## src/hw/mshr_config.svh

```systemverilog
`ifndef MSHR_CONFIG_SVH
`define MSHR_CONFIG_SVH

// ~~~~~~~~~~~~~~~~~~~~~~~~~~~~~~~~~~~~~~~~~~~~~~~~~~~~~~~~~~~~
// mshr sizing

// outstanding line misses held at once
`define MSHR_DEPTH 8

// load/store queue slots, one bit per slot in the masks
`define QSLOTS 8

// byte address and offset inside a cache line
`define ADDR_BITS 15
`define LINE_OFFSET_BITS 4

`endif

```

## src/hw/mshr_pkg.sv

```systemverilog
`default_nettype none

`include "mshr_config.svh"

package mshr_pkg;

    typedef logic [`ADDR_BITS-1:0]                   byte_addr_t;
    typedef logic [`ADDR_BITS-`LINE_OFFSET_BITS-1:0] line_addr_t;  // upper address bits
    typedef logic [`QSLOTS-1:0]                      qslot_mask_t;
    typedef logic [$clog2(`MSHR_DEPTH+1)-1:0]        occ_t;        // 0 .. depth

    // request after intake, only one of the masks carries the slot
    typedef struct packed {
        line_addr_t  line;
        qslot_mask_t rd_mask;
        qslot_mask_t sw_mask;
    } mshr_req_t;

    typedef struct packed {
        logic        valid;
        line_addr_t  line;
        qslot_mask_t rd_mask;
        qslot_mask_t sw_mask;
    } mshr_entry_t;

    typedef struct packed {
        qslot_mask_t rd_mask;
        qslot_mask_t sw_mask;
    } wakeup_t;

    typedef enum logic [1:0] {
        idle,
        present,
        hold
    } intake_state_t;

endpackage

`default_nettype wire

```

## src/hw/mshr_file.sv

```systemverilog
`timescale 1ns/1ps
`default_nettype none

`include "mshr_config.svh"

module mshr_file #(
    parameter int DEPTH = `MSHR_DEPTH
) (
    input  wire                        clk,
    input  wire                        rst,
    input  wire                        cur_valid,
    input  wire mshr_pkg::mshr_req_t   cur_req,
    input  wire                        retire,
    output logic                       cur_accept,
    output logic                       alloc_pulse,
    output mshr_pkg::line_addr_t       alloc_line,
    output mshr_pkg::mshr_entry_t      head,
    output logic [$clog2(DEPTH+1)-1:0] count,
    output logic                       full
);
    import mshr_pkg::*;

    localparam int PTR_W = (DEPTH > 1) ? $clog2(DEPTH) : 1;
    localparam int CNT_W = $clog2(DEPTH+1);

    mshr_entry_t      entries [DEPTH];
    logic [PTR_W-1:0] head_ptr;
    logic [PTR_W-1:0] tail_ptr;
    logic [DEPTH-1:0] match;
    logic             hit;
    logic             pop;
    logic [CNT_W-1:0] count_after;
    logic             room;

    function automatic logic [PTR_W-1:0] ptr_inc(input logic [PTR_W-1:0] p);
        if (p == PTR_W'(DEPTH - 1)) begin
            return '0;
        end
        return p + 1'b1;
    endfunction

    // ~~~~~~~~~~~~~~~~~~~~~~~~~~~~~~~~~~~~~~~~~~~~~~~~~~~~~~~~~~~~
    // lookup, evaluated against the file after this cycle's pop

    assign pop = retire && (count != '0);  // empty file has nothing to pop

    always_comb begin
        for (int i = 0; i < DEPTH; i++) begin
            match[i] = entries[i].valid
                       && !(pop && head_ptr == PTR_W'(i))
                       && entries[i].line == cur_req.line;
        end
    end

    assign hit         = |match;
    assign count_after = count - CNT_W'(pop);
    assign room        = (count_after < CNT_W'(DEPTH));

    assign cur_accept  = cur_valid && (hit || room);
    assign alloc_pulse = cur_valid && !hit && room;
    assign alloc_line  = cur_req.line;

    // ~~~~~~~~~~~~~~~~~~~~~~~~~~~~~~~~~~~~~~~~~~~~~~~~~~~~~~~~~~~~
    // entry storage

    always_ff @(posedge clk) begin
        if (rst) begin
            for (int i = 0; i < DEPTH; i++) begin
                entries[i].valid <= 1'b0;
            end
        end else begin
            if (pop) begin
                entries[head_ptr].valid <= 1'b0;
            end
            // lines are unique, so at most one entry merges
            for (int i = 0; i < DEPTH; i++) begin
                if (cur_valid && match[i]) begin
                    entries[i].rd_mask <= entries[i].rd_mask | cur_req.rd_mask;
                    entries[i].sw_mask <= entries[i].sw_mask | cur_req.sw_mask;
                end
            end
            // after the pop, so a full file reuses the freed slot
            if (alloc_pulse) begin
                entries[tail_ptr] <= '{
                    valid:   1'b1,
                    line:    cur_req.line,
                    rd_mask: cur_req.rd_mask,
                    sw_mask: cur_req.sw_mask
                };
            end
        end
    end

    // ~~~~~~~~~~~~~~~~~~~~~~~~~~~~~~~~~~~~~~~~~~~~~~~~~~~~~~~~~~~~
    // queue pointers

    always_ff @(posedge clk) begin
        if (rst) begin
            head_ptr <= '0;
            tail_ptr <= '0;
            count    <= '0;
        end else begin
            if (pop) begin
                head_ptr <= ptr_inc(head_ptr);
            end
            if (alloc_pulse) begin
                tail_ptr <= ptr_inc(tail_ptr);
            end
            count <= count_after + CNT_W'(alloc_pulse);
        end
    end

    assign head = entries[head_ptr];  // oldest outstanding line
    assign full = (count == CNT_W'(DEPTH));

endmodule

`default_nettype wire

```

## src/hw/mshr_fill_return.sv

```systemverilog
`timescale 1ns/1ps
`default_nettype none

module mshr_fill_return (
    input  wire                        clk,
    input  wire                        rst,
    input  wire                        fill_valid,
    input  wire mshr_pkg::line_addr_t  fill_line,
    input  wire                        alloc_pulse,
    input  wire mshr_pkg::line_addr_t  alloc_line,
    input  wire mshr_pkg::mshr_entry_t head,
    input  wire mshr_pkg::occ_t        count,
    output logic                       retire,
    output logic                       mem_req_valid,
    output mshr_pkg::line_addr_t       mem_req_line,
    output logic                       wakeup_valid,
    output mshr_pkg::wakeup_t          wakeup,
    output logic                       fill_error
);
    import mshr_pkg::*;

    logic       fill_q;
    line_addr_t fill_line_q;
    logic       has_entry;

    // an entry still left once any retire already in flight is done
    assign has_entry = (count > occ_t'(retire));

    // ~~~~~~~~~~~~~~~~~~~~~~~~~~~~~~~~~~~~~~~~~~~~~~~~~~~~~~~~~~~~
    // control

    always_ff @(posedge clk) begin
        if (rst) begin
            mem_req_valid <= 1'b0;
            fill_q        <= 1'b0;
            retire        <= 1'b0;
            wakeup_valid  <= 1'b0;
            fill_error    <= 1'b0;
        end else begin
            mem_req_valid <= alloc_pulse;             // one line request per allocation
            fill_q        <= fill_valid;
            retire        <= fill_valid && has_entry;
            wakeup_valid  <= retire;
            // fills come back in order and must name the head line
            fill_error    <= fill_q && (!retire || head.line != fill_line_q);
        end
    end

    // ~~~~~~~~~~~~~~~~~~~~~~~~~~~~~~~~~~~~~~~~~~~~~~~~~~~~~~~~~~~~
    // payload

    always_ff @(posedge clk) begin
        if (alloc_pulse) begin
            mem_req_line <= alloc_line;
        end
        if (fill_valid) begin
            fill_line_q <= fill_line;
        end
        if (retire) begin
            wakeup <= '{rd_mask: head.rd_mask, sw_mask: head.sw_mask};  // head about to pop
        end
    end

endmodule

`default_nettype wire

```

## src/hw/mshr_intake.sv

```systemverilog
`timescale 1ns/1ps
`default_nettype none

module mshr_intake (
    input  wire                        clk,
    input  wire                        rst,
    input  wire                        req_valid,
    input  wire mshr_pkg::byte_addr_t  req_addr,
    input  wire mshr_pkg::qslot_mask_t req_slot,
    input  wire                        req_is_store,
    input  wire                        cur_accept,
    output logic                       cur_valid,
    output mshr_pkg::mshr_req_t        cur_req,
    output logic                       stall
);
    import mshr_pkg::*;

    intake_state_t state;
    line_addr_t    in_line;
    qslot_mask_t   in_rd_mask;
    qslot_mask_t   in_sw_mask;
    logic          load;

    // line address is the top of the byte address
    assign in_line = req_addr[$bits(byte_addr_t)-1 -: $bits(line_addr_t)];

    // the slot lands in exactly one of the two masks
    assign in_rd_mask = req_is_store ? '0 : req_slot;
    assign in_sw_mask = req_is_store ? req_slot : '0;

    // a new strobe is taken when nothing is pending or the pending one leaves now
    assign load = req_valid && (state == idle || cur_accept);

    always_ff @(posedge clk) begin
        if (rst) begin
            state <= idle;
        end else begin
            case (state)
                idle: begin
                    if (req_valid) begin
                        state <= present;
                    end
                end
                present, hold: begin
                    if (cur_accept) begin
                        state <= req_valid ? present : idle;
                    end else begin
                        state <= hold;  // retried every cycle
                    end
                end
                default: begin
                    state <= idle;
                end
            endcase
        end
    end

    always_ff @(posedge clk) begin
        if (load) begin
            cur_req <= '{line: in_line, rd_mask: in_rd_mask, sw_mask: in_sw_mask};
        end
    end

    assign cur_valid = (state != idle);

    // high while the pending request finds no room in the file
    assign stall = cur_valid && !cur_accept;

endmodule

`default_nettype wire

```

## src/hw/mshr_top.sv

```systemverilog
`timescale 1ns/1ps
`default_nettype none

`include "mshr_config.svh"

module mshr_top (
    input  wire                        clk,
    input  wire                        rst,
    input  wire                        req_valid,
    input  wire mshr_pkg::byte_addr_t  req_addr,
    input  wire mshr_pkg::qslot_mask_t req_slot,
    input  wire                        req_is_store,
    input  wire                        fill_valid,
    input  wire mshr_pkg::line_addr_t  fill_line,
    output logic                       stall,
    output logic                       mem_req_valid,
    output mshr_pkg::line_addr_t       mem_req_line,
    output logic                       wakeup_valid,
    output mshr_pkg::wakeup_t          wakeup,
    output logic                       fill_error,
    output mshr_pkg::occ_t             occupancy,
    output logic                       full
);
    import mshr_pkg::*;

    mshr_req_t   cur_req;
    logic        cur_valid;
    logic        cur_accept;
    logic        alloc_pulse;
    line_addr_t  alloc_line;
    mshr_entry_t head;
    logic        retire;

    mshr_intake i_intake (
        .clk          (clk),
        .rst          (rst),
        .req_valid    (req_valid),
        .req_addr     (req_addr),
        .req_slot     (req_slot),
        .req_is_store (req_is_store),
        .cur_accept   (cur_accept),
        .cur_valid    (cur_valid),
        .cur_req      (cur_req),
        .stall        (stall)
    );

    mshr_file #(
        .DEPTH (`MSHR_DEPTH)
    ) i_file (
        .clk         (clk),
        .rst         (rst),
        .cur_valid   (cur_valid),
        .cur_req     (cur_req),
        .retire      (retire),
        .cur_accept  (cur_accept),
        .alloc_pulse (alloc_pulse),
        .alloc_line  (alloc_line),
        .head        (head),
        .count       (occupancy),  // file count is the occupancy
        .full        (full)
    );

    mshr_fill_return i_fill_return (
        .clk           (clk),
        .rst           (rst),
        .fill_valid    (fill_valid),
        .fill_line     (fill_line),
        .alloc_pulse   (alloc_pulse),
        .alloc_line    (alloc_line),
        .head          (head),
        .count         (occupancy),
        .retire        (retire),
        .mem_req_valid (mem_req_valid),
        .mem_req_line  (mem_req_line),
        .wakeup_valid  (wakeup_valid),
        .wakeup        (wakeup),
        .fill_error    (fill_error)
    );

endmodule

`default_nettype wire

```

## config.mk

```make
export PLATFORM = sky130hd
export DESIGN_NAME = mshr_top
export DESIGN_NICKNAME = d
export VERILOG_FILES = /design/src/hw/mshr_pkg.sv /design/src/hw/mshr_file.sv /design/src/hw/mshr_fill_return.sv /design/src/hw/mshr_intake.sv /design/src/hw/mshr_top.sv
export VERILOG_INCLUDE_DIRS = /design/src /design/src/hw
export SDC_FILE = /design/constraint.sdc
export NUM_CORES = 1
export LEC_CHECK = 0
export BUFFER_PORTS_ARGS = -buffer_cell sky130_fd_sc_hd__buf_2
export CAP_MARGIN = 10
export CORE_MARGIN = 1
export CORE_UTILIZATION = 45
export CTS_CLUSTER_SIZE = 10
export DETAILED_ROUTE_END_ITERATION = 6
export REMOVE_ABC_BUFFERS = 1
export SYNTH_ARGS = -nofsm -noshare
export SYNTH_HDL_FRONTEND = slang
export SYNTH_SLANG_ARGS = --single-unit
```

## constraint.sdc

```tcl
create_clock -name clk -period 3.55 [get_ports clk]
set_input_delay 0.71 -clock clk [delete_from_list [all_inputs] [get_ports clk]]
set_output_delay 0.71 -clock clk [all_outputs]
set_load 0.1 [all_outputs]
```

After elaboration in Yosys (flattened, before gate mapping)

Memories as Yosys holds them, arrays and structs flattened. A register that Yosys moved wholly into a read port is not among the register bits.
Index checks and enable logic that the tools add are counted.

Word-level logic and storage cells: 179
Memory bits (writable): 224
Memories: 1
Output and inout bits: 36
Register bits: 82

Memory list:

| name           | depth | bits a word | rd ports | clocked after Yosys merged registers in | wr ports | RTL line        | source |
|---|---|---|---|---|---|---|---|
| i_file.entries | 8     | 28          | 9        | 1                                       | 9        | mshr_file.sv:26 | `mshr_entry_t entries [DEPTH];` |

Order comparisons: 2
Equality and inequality tests: 22
Add/sub/neg operators: 4
Reductions and logical operators: 61
Bitwise logic cells: 22
Mux-type cells: 51

Operators by type and width:

| operator            | count |
|---|---|
| $or 8x8->8          | 16 |
| $eq 11x11->1        | 8 |
| $logic_and 1x1->1   | 40 |
| $mux 1              | 39 |
| $mux 28             | 1 |
| $reduce_or 28->1    | 1 |
| $mux 3              | 8 |
| $eq 3x3->1 const B  | 5 |
| $logic_not 1->1     | 11 |
| $ne 11x11->1        | 1 |
| $reduce_or 8->1     | 1 |
| $add 3x1->3 const B | 2 |
| $eq 3x2->1 const B  | 2 |
| $add 4x1->4         | 1 |
| $eq 4x4->1 const B  | 1 |
| $gt 4x1->1          | 1 |
| $lt 4x4->1 const B  | 1 |
| $mux 2              | 2 |
| $pmux 2 s2          | 1 |
| $reduce_bool 4->1   | 1 |
| $sub 4x1->4         | 1 |
| $and 1x1->1         | 3 |
| $eq 3x1->1 const B  | 1 |
| $eq 3x3->1          | 1 |
| other kinds (10)    | 13 |

Logic depth before layout (Yosys ltp)

Gate-level depths: netlist (run 1).

Depth in word-level cells: 16
Gate-level depth with buffers: 12

By module

Synthesis (run 1) repeated with hierarchy kept, for this count alone.

Cells, all modules: 922
Area total of the unflattened synthesis: 14422.6 um^2

By module, submodules not included:

| module           | area an instance (um^2) | seq. area each (um^2) | cells an instance | times used |
|---|---|---|---|---|
| mshr_file        | 11949.0                 | 6906.6                | 795               | 1 |
| mshr_fill_return | 1418.9                  | 1241.2                | 66                | 1 |
| mshr_intake      | 1054.8                  | 850.8                 | 61                | 1 |

Worst setup path before layout (run 1)

Ideal clock, no wire load.

Kind: reg-to-output
From: register i_file.count[3]
To: output full
Path buffers: 0
Path slack: -1.389 ns
Arrival time: 4.229 ns
Data required time: 2.840 ns
Stages on the path, launching flop included: 2
Cell sequence: dfxtp_1 > nor4b_1

Longest elaborated chain between the ends: 1

Ends and longest elaborated chain:

| item                   | RTL line         | source |
|---|---|---|
| from (decl)            | mshr_file.sv:18  | `output logic [$clog2(DEPTH+1)-1:0] count,` |
| from (signal assigned) | mshr_file.sv:109 | `count <= count_after + CNT_W'(alloc_pulse);` |
| $eq 4x4->1             | mshr_file.sv:114 | `assign full = (count == CNT_W'(DEPTH));` |
| to (decl)              | mshr_top.sv:22   | `output logic full` |

Every way passes these cells.

Worst setup path in the final report (run 1)

From: register, netlist name i_intake.cur_req[16]
To: output stall

Longest elaborated chain between the ends: 7
Elaborated cells between the ends (all ways): 21
Classes of those cells: eq/ne (8); reduce/logical (13)

Ends and longest elaborated chain:

| item                  | RTL line          | source |
|---|---|---|
| $eq 11x11->1          | mshr_file.sv:51   | `&& entries[i].line == cur_req.line;` |
| $logic_and 1x1->1     | mshr_file.sv:51   |  |
| $reduce_or 8->1 (*)   | mshr_file.sv:55   | `assign hit = \|match;` |
| $logic_or 1x1->1 (*)  | mshr_file.sv:59   | `assign cur_accept = cur_valid && (hit \|\| room);` |
| $logic_and 1x1->1 (*) | mshr_file.sv:59   |  |
| $logic_not 1->1 (*)   | mshr_intake.sv:67 | `assign stall = cur_valid && !cur_accept;` |
| $logic_and 1x1->1 (*) | mshr_intake.sv:67 |  |
| to (decl)             | mshr_top.sv:15    | `output logic stall,` |

Mark *: on every way between the ends. The rest lies on a longest branch, timed or not.

==> out/qor.txt, run 1 <==
n_diodes: 0
fraction of registers with async set/reset: 0
Max Freq: 294 MHz
WP data required: 2840 ps
Int Power: 6940 µW
Switch Pwr: 3000 µW
Worst-Margin Slew: 910 ps
drt total wl: 34,800 µm
Port Buffers: 70
RD Place Congestion: 0.840
Cell Rows: 64
vias in the first global route: 8,502
DIE AREA: 0.0326 mm²
final hold slack: 359 ps
Switching Share: 0.302
fin cells: 1,485
startpoint types: flip-flop
I/O Pins: 75
Final TNS setup: 0 ps
fin area: 0.0166 mm²
Synth Flop Type: edfxtp_1
Sequential Power Share: 0.451
clk slew on worst S/H paths: 60 ps
clk_skew: 16.3 ps
number of synthesis warnings: 0
Final Cycle Share: 0.958
per-cell routed wire length: 23.5 µm
largest net degree at the start of global routing: 31
pwr dens: 600 mW/mm²
xor and xnor area share after synthesis: 0.0635
simple-gate share of the synthesized area: 0.0756
Synth Cell Area: 0.0143 mm²
met1 WL: 16,800 µm
Adder-Cell Fraction of Synth Area: 0.0131
Inst Count DP: 1,395
Slew headroom: 0.392
clock root buffer: clkbuf_16
maximum vdd ir drop: 0.000290 V
post-synthesis compound-gate area fraction: 0.0832
most frequent cells after synthesis: 281 x edfxtp_1, 99 x a21o_1, 91 x xnor2_1, 60 x nor2_1, 54 x mux4_2
FF+latch count, synth: 309
EDFF count, synth: 281
vias per cell: 5.76
DR pass1 iterations: 6
Crit. End Element: output pin
Synth Instances: 955
Sink Count: 309
first-pass GRT wire length: 53,100 µm
# setup viols final: 0
RSZ-0062 raised after global routing: no
Vias: 8,551
Die W: 180 µm
Post-CTS Hold Fix Bufs: 0
Die H: 180 µm
CTS HTree Levels: 2
Post-DP Area: 0.0152 mm²
total track usage: 0.219
crit path kind: reg2out
Hold Violations, Final: 0
CTS tree: built
Lkg Pwr: 0.00578 µW
met2 WL post-DR: 15,300 µm
main combinational cell family by area after synthesis: multiplexers
Avg Synthesized Cell Area: 15.0 µm²
Post-DRT Antenna Nets: 0
count leader, synth: edfxtp_1
Core Box Area: 0.0310 mm²
CP arrival: 2690 ps
mux cell area share after synthesis: 0.107
WL met3: 2080 µm
top sig layer: met4
GRT Residual Overflow: 0
nets: 1,116
Clock power frac: 0.351
initial antenna violation count: 0
Synth area leaders: edfxtp_1 59%, mux4_2 8.5%, xnor2_1 5.6%
post-route minimum period: 3400 ps
sequential area share after synthesis: 0.628
status: finished, final reports clean
Synth top area share: 0.589
worst min-delay path class: in2reg
Clock Path Buffers: 3
Layout area overhead: 15.5%
Yosys top cell by area: edfxtp_1
post-DP HPWL: 21,600 µm
Gate power share: 0.198
clock latency on the worst-skew pair: 530 ps
CTS buffer count: 38
layout cell share with drive strength beyond 1: 0.257
worst-path fanout max: 8
Starting Density: 0.463
Max Cap Viol: 0
DR iter-0 viols: 797
library cells used by synthesis: 53
DRC errors left: 0
Slew Viols, Final: 0
## routing by layer
metal,GRT usage,up-vias
li1,-,3870
met1,0.335,4358
met2,0.327,276
met3,0.0358,47
met4,0.0520,0
met5,0,-
## worst max-delay path, stage by stage, from the launching register on
cell	delay (ps)
edfxtp_1	350
buf_4	180
buf_4	170
xnor2_1	160
nand4_1	160
or3_4	450
a21oi_1	220
nor3_1	70
and3_4	230
buf_12	170
## through the flow
stage | setup WS, ps | power [µW] | util
2_1_floorplan | -1390 | 5930 | -
3_3_place_gp | 257 | 6470 | 0.491
3_5_place_dp | 172 | 6490 | 0.491
4_1_cts | 4.73 | 10000 | 0.533
5_1_grt | 5.87 | 10300 | 0.534
6_report | 150 | 9940 | 0.534
## timing repair
action / in CTS / in global routing
endpoints found under the setup margin: 1 / 1
setup buffers: 20 / 3
resized for setup: 4 / 6
## power groups by stage
| stage | clock network [µW] | logic, µW | registers, µW |
|---|---|---|---|
| 3_3_place_gp | 0 | 1890 | 4580 |
| 5_1_grt | 3690 | 2090 | 4520 |
| 4_1_cts | 3550 | 1970 | 4490 |
| 3_5_place_dp | 0 | 1900 | 4590 |
| 2_1_floorplan | 0 | 782 | 5150 |
| 6_report | 3480 | 1970 | 4480 |
## logic make-up (layout without fill, tap and decap cells)
kind of cell               Yosys count  after routing
buffers and inverters               84            218
adders and majority gates           15             15
and+or+nand+nor                    200            200
xor gates and xnor gates           104            104
DFF                                309            309
AOI/OAI and AO/OA                  159            159
muxes                               84             84
## worst paths after layout
kind | slack (ps) | depth (start not counted) | end | from
max | 150 | 9 | stall | i_intake.cur_req[16]
min | 360 | 1 | i_intake.cur_req[21] | req_addr[9]
max reg2reg | 280 | 8 | i_file.entries[6][19] | i_intake.cur_req[23]
min reg2reg | 440 | 1 | i_fill_return.fill_error | i_fill_return.fill_q
## state kept, by name, indices dropped and copies added, names as in the netlist, named ones only
signal and flops:
i_fill_return.fill_q 1, i_fill_return.wakeup_valid 1, i_fill_return.mem_req_valid 1, i_file.tail_ptr 3, i_fill_return.mem_req_line 11, i_fill_return.retire 1, i_fill_return.wakeup 16, i_fill_return.fill_line_q 11
i_file.head_ptr 3, i_intake.cur_req 27, i_file.count 4, i_file.entries 224, i_fill_return.fill_error 1, i_intake.state 2
## area by class of cell
type	count	area, µm²
fillers	2596	14400
flip-flops and latches	309	9000
multi-input cells	562	4980
clock buffers	60	1040
repair buffers	134	921
well taps	396	495
inverters	17	63.8
clock inverters	7	55.1
## placed cells by master, fill, tap and decap left out, types with 3 or more instances in the layout
cell and n:
a21o_1 99, a21oi_1 3, a31oi_1 32, and2_1 11, buf_12 7, buf_2 69
buf_4 58, clkbuf_1 21, clkbuf_16 38, dfxtp_1 25, edfxtp_1 281, ha_1 15
inv_1 15, inv_6 3, mux2_2 16, mux2i_1 14, mux4_2 54, nand2_1 34
nand2b_1 3, nand3_1 6, nand3b_4 4, nand4_1 33, nor2_1 60, nor2b_1 14
nor3_1 11, nor3_2 3, nor4_1 3, o211ai_1 5, o2bb2ai_1 3, xnor2_1 89
xor2_1 13
No activity file was read; power rests on OpenSTA's default activity.
==> inputs of run 2 (changes only) <==
Settings changed: CORE_UTILIZATION 45 to 55, PLACE_DENSITY set to 0.76.
==> run 2 against run 1 <==
Effect of this change:
- fmax decreased by 0.21%
- sequential share of layout area grew 0.25 points
- combinational power barely moved
- utilization is 11 points higher
- final cell count decreased by 4.1%
- power shrank 0.78%
- count of clock-buffer cells in the layout rose by 4
- non-clock buffer count increased by 4
- clock skew rose by 6.9 ps
- critical path depth unchanged
- design area is 0.46% lower
- via count increased by 3.3%
- largest power group unchanged
==> out/qor.txt, run 2 (synthesis results as in run 1) <==
RSZ-0062 raised after global routing: no
largest net degree at the start of global routing: 33
maximum vdd ir drop: 0.000512 V
grt met3 use: 0.0477
CTS buffer count: 37
GR peak layer: met2
startpoint types: flip-flop
Clock Path Buffers: 3
Core Box Area: 0.0254 mm²
DIE AREA: 0.0267 mm²
WHS Path Cells: 1
DRC errors left: 0
CTS tree: built
vias per cell: 6.20
worst min-delay path class: in2reg
post-DP HPWL: 20,500 µm
status: finished, final reports clean
Slew Viols, Final: 0
Final Cycle Share: 0.960
Max Cap Viol: 0
GR Util met2: 0.398
clk slew on worst S/H paths: 60 ps
CP max stage cell: or3_1
RD Place Congestion: 0.902
clock root buffer: clkbuf_16
Die H: 163 µm
pwr dens: 598 mW/mm²
Slew headroom: 0.202
Post-CTS Hold Fix Bufs: 0
Die W: 163 µm
Post-DRT Antenna Nets: 0
clk_skew: 23.2 ps
fin area: 0.0165 mm²
nets: 1,119
drt total wl: 33,500 µm
Port Buffers: 70
fin cells: 1,424
n_diodes: 0
Cell Rows: 58
Crit. End Element: output pin
clock latency on the worst-skew pair: 530 ps
Overall Power: 9860 µW
Vias: 8,834
largest registers: i_file.entries: 224 flops, i_intake.cur_req: 27 flops, i_fill_return.wakeup: 16 flops
final hold slack: 361 ps
Largest stage delay, worst path: 460 ps
vias in the first global route: 8,771
Largest Register: i_file.entries
CP arrival: 2700 ps
most frequent CP cell: buf_4
WP data required: 2840 ps
CTS HTree Levels: 2
total track usage: 0.258
# setup viols final: 0
commonest cells after routing, fill and taps aside: 281 x edfxtp_1, 99 x a21o_1, 90 x xnor2_1, 69 x buf_2, 61 x buf_4
layout cell share with drive strength beyond 1: 0.255
Starting Density: 0.564
Inst Count DP: 1,329
initial antenna violation count: 0
crit path kind: reg2out
GR Util met1: 0.374
post-route minimum period: 3410 ps
Worst-Margin Slew: 1200 ps
Max Freq: 293 MHz
GRT Residual Overflow: 0
CP Cell Sequence: buf_4 > buf_4 > xnor2_1 > nand4_1 > or3_1 > nand2b_1 > a221oi_4 > and3_4 > buf_12
Post-DP Area: 0.0151 mm²
Layout area overhead: 15.0%
Sink Count: 309
I/O Pins: 75
r2r worst-path depth: 10
DR iter-0 viols: 865
Lkg Pwr: 0.00579 µW
Hold Violations, Final: 0
worst-path fanout max: 7
DR pass1 iterations: 5
first-pass GRT wire length: 51,200 µm
commonest non-fill, non-tap cell in the layout: edfxtp_1
max reg flops: 224
per-cell routed wire length: 23.6 µm
run 2: metrics by stage:
stage	setup TNS, ps	utilization	setup slack, ps
2_1_floorplan	-107220	-	-1390
3_3_place_gp	0	0.595	346
3_5_place_dp	0	0.595	295
4_1_cts	0	0.648	0.0837
5_1_grt	0	0.649	46.8
6_report	0	0.649	142
run 2: worst max-delay path, delay by kind of cell (launching register included):
kind	cells	cell delay, ps
buf+inv	3	510
compound gates	1	90
simple gates	4	950
xor+xnor	1	270
flops	1	360
run 2: worst paths after layout:
path	from	to	slack, ps
worst min register to register	i_fill_return.fill_q	i_fill_return.fill_error	470
worst max-delay path	i_intake.cur_req[16]	stall	140
worst min-delay path	fill_line[8]	i_fill_return.fill_line_q[8]	360
worst max register to register	i_intake.cur_req[16]	i_file.entries[4][22]	390
run 2: area by class of cell:
type,count,area [µm²]
Clock buffer,64,1040
Clock inverter,4,46.3
Fill cell,1767,8910
Inverter,17,63.8
Multi-Input combinational cell,562,4960
Sequential cell,309,9000
Tap cell,330,413
Timing Repair Buffer,138,963
run 2: report_power, final:
part	switching, µW	internal [µW]	total, µW
Sequential	200	4280	4480
Clock	1420	1990	3400
Combinational	1340	635	1980
run 2: timing repair:
| action | in CTS | in global routing |
|---|---|---|
| pin swaps | 0 | 0 |
| endpoints found under the setup margin | 1 | 1 |
| resized for setup | 2 | 4 |
| buffers inserted | 25 | 2 |
run 2: per-layer routing:
layer,routed length [µm],vias up
met2,15300,471
met3,3160,64
met1,14300,4422
met4,811,0
met5,0,-
li1,-,3877
==> inputs of run 3 (changes only) <==
==> constraint.sdc (replaced) <==
create_clock -name clk -period 3.55 [get_ports clk]
set_input_delay 0.1775 -clock clk [delete_from_list [all_inputs] [get_ports clk]]
set_output_delay 0.1775 -clock clk [all_outputs]
set_load 0.1 [all_outputs]
==> run 3 against run 2 <==
Effect of this change:
- die area did not move
- critical path type unchanged
- fmax increased by 3.3%
- wire length grew 1.2%
- power is 0.22% higher
- utilization grew 0.054 points
- sequential share of layout area hardly changed
==> out/qor.txt, run 3 (synthesis results as in run 1) <==
WP data required: 3370 ps
status: finished, final reports clean
register area: 0.00900 mm²
Max Freq: 303 MHz
Clock Path Buffers: 3
Worst-Margin Slew: 1190 ps
vias in the first global route: 8,892
Lkg Pwr: 0.00575 µW
per-cell routed wire length: 23.9 µm
startpoint types: flip-flop
Filler cells: 1,808
n_diodes: 0
Vias: 8,740
Core Util, Final: 0.650
final hold slack: 21.3 ps
DRC errors left: 0
DR iter-0 viols: 979
post-route minimum period: 3300 ps
CP max stage cell: edfxtp_1
clk_skew: 26.9 ps
CP Cell Sequence: xnor2_1 > nand4_1 > or3_1 > o22ai_1 > a221oi_4 > and3_1 > buf_12
CTS resizes: 0
crit path kind: reg2out
fin area: 0.0165 mm²
Max Cap Viol: 0
I/O Pins: 75
commonest non-fill, non-tap cell in the layout: edfxtp_1
worst min-delay path class: in2reg
Sequential Power Share: 0.457
Slew Viols, Final: 0
Final Cycle Share: 0.929
Core Box Area: 0.0254 mm²
# setup viols final: 0
Gate power share: 0.195
max reg flops: 224
vias per cell: 6.14
Layout area overhead: 15.1%
Int Power: 6900 µW
Cell Rows: 58
CP arrival: 3120 ps
post-DP HPWL: 20,600 µm
Overall Power: 9880 µW
pwr dens: 599 mW/mm²
Die W: 163 µm
clock latency on the worst-skew pair: 530 ps
clk slew on worst S/H paths: 60 ps
DIE AREA: 0.0267 mm²
WP buf/inv: 1
cell family with most CP delay: simple AND/OR/NAND/NOR gates
Port Buffers: 70
GRT Residual Overflow: 0
CTS buffer count: 37
Sink Count: 309
Post-DP Area: 0.0151 mm²
DR pass1 iterations: 5
Post-DRT Antenna Nets: 0
total track usage: 0.262
RD Place Congestion: 0.894
Starting Density: 0.564
first-pass GRT wire length: 51,600 µm
Hold Violations, Final: 0
RSZ-0062 raised after global routing: no
Switch Pwr: 2980 µW
area of the multi-input gates: 0.00493 mm²
worst-path fanout max: 13
largest net degree at the start of global routing: 32
commonest cells after routing, fill and taps aside: 281 x edfxtp_1, 99 x a21o_1, 91 x xnor2_1, 69 x buf_2, 60 x nor2_1
nets: 1,120
clock root buffer: clkbuf_16
largest registers: i_file.entries: 224 flops, i_intake.cur_req: 27 flops, i_fill_return.wakeup: 16 flops
maximum vdd ir drop: 0.000658 V
Slew headroom: 0.206
drt total wl: 34,000 µm
CTS tree: built
Die H: 163 µm
initial antenna violation count: 0
Largest stage delay, worst path: 650 ps
Crit. End Element: output pin
Largest Register: i_file.entries
Switching Share: 0.302
Post-CTS Repair Setup Buffers: 0
layout cell share with drive strength beyond 1: 0.224
CTS HTree Levels: 2
Clock power frac: 0.348
-- run 3: changes by cell type in the layout (fill, tap and decap cells not counted), moves of 3 or more --
| cell | previous run | this run |
|---|---|---|
| buf_4 | 61 | 35 |
| buf_12 | 8 | 4 |
| dlygate4sd3_1 | 0 | 31 |
| clkbuf_1 | 26 | 23 |
-- run 3: path summary, 6_finish.rpt --
kind              slack (ps)                        to  cells after the start                 start
setup / recovery         250                     stall                      7  i_intake.cur_req[17]
hold / removal            20           i_file.count[1]                      2                   rst
setup reg to reg         350     i_file.entries[4][19]                      7  i_intake.cur_req[22]
hold reg to reg          460  i_fill_return.fill_error                      1  i_fill_return.fill_q
-- run 3: cell type report --
class | count | share of cell area
Clock inverter | 5 | 0.00303
Tap cell | 330 | 0.0250
Sequential cell | 309 | 0.546
Clock buffer | 62 | 0.0630
Timing Repair Buffer | 139 | 0.0605
Multi-Input combinational cell | 562 | 0.299
Inverter | 17 | 0.00387
-- run 3: power groups by stage --
stage	clock network (µW)	registers, µW	logic (µW)
final	3440	4520	1920
after detailed placement	0	4590	1880
after floorplan	0	5150	782
after global placement	0	4580	1850
after global routing	3620	4550	2020
after CTS	3480	4520	1920
-- run 3: worst reg2reg max path, stage by stage (launching register included) --
cell       delay (ps)
edfxtp_1          860
xnor2_1           180
nand4_1           160
nor3_1             80
or2_2             310
a211o_2           430
nand4bb_1         310
inv_1             500
-- run 3: layer usage --
layer	vias to the layer above	global-route usage	wire, µm
met1	4360	0.381	14400
met5	-	0	0
met3	69	0.0472	3180
met2	446	0.398	15600
li1	3865	-	-
met4	0	0.0905	744
-- run 3: per-stage QoR --
stage / instances / TNS (ps) / setup slack, ps
after floorplan: 888 / -106240 / -1070
after global placement: 1326 / 0 / 463
after detailed placement: 1326 / 0 / 421
after CTS: 1424 / 0 / 280
after global routing: 1424 / 0 / 129
final: 1424 / 0 / 251
-- run 3: repair_timing --
item	4_1_cts	5_1_grt
endpoints found under the hold margin	33	0
hold buffers	31	0
setup endpoints to repair	0	0
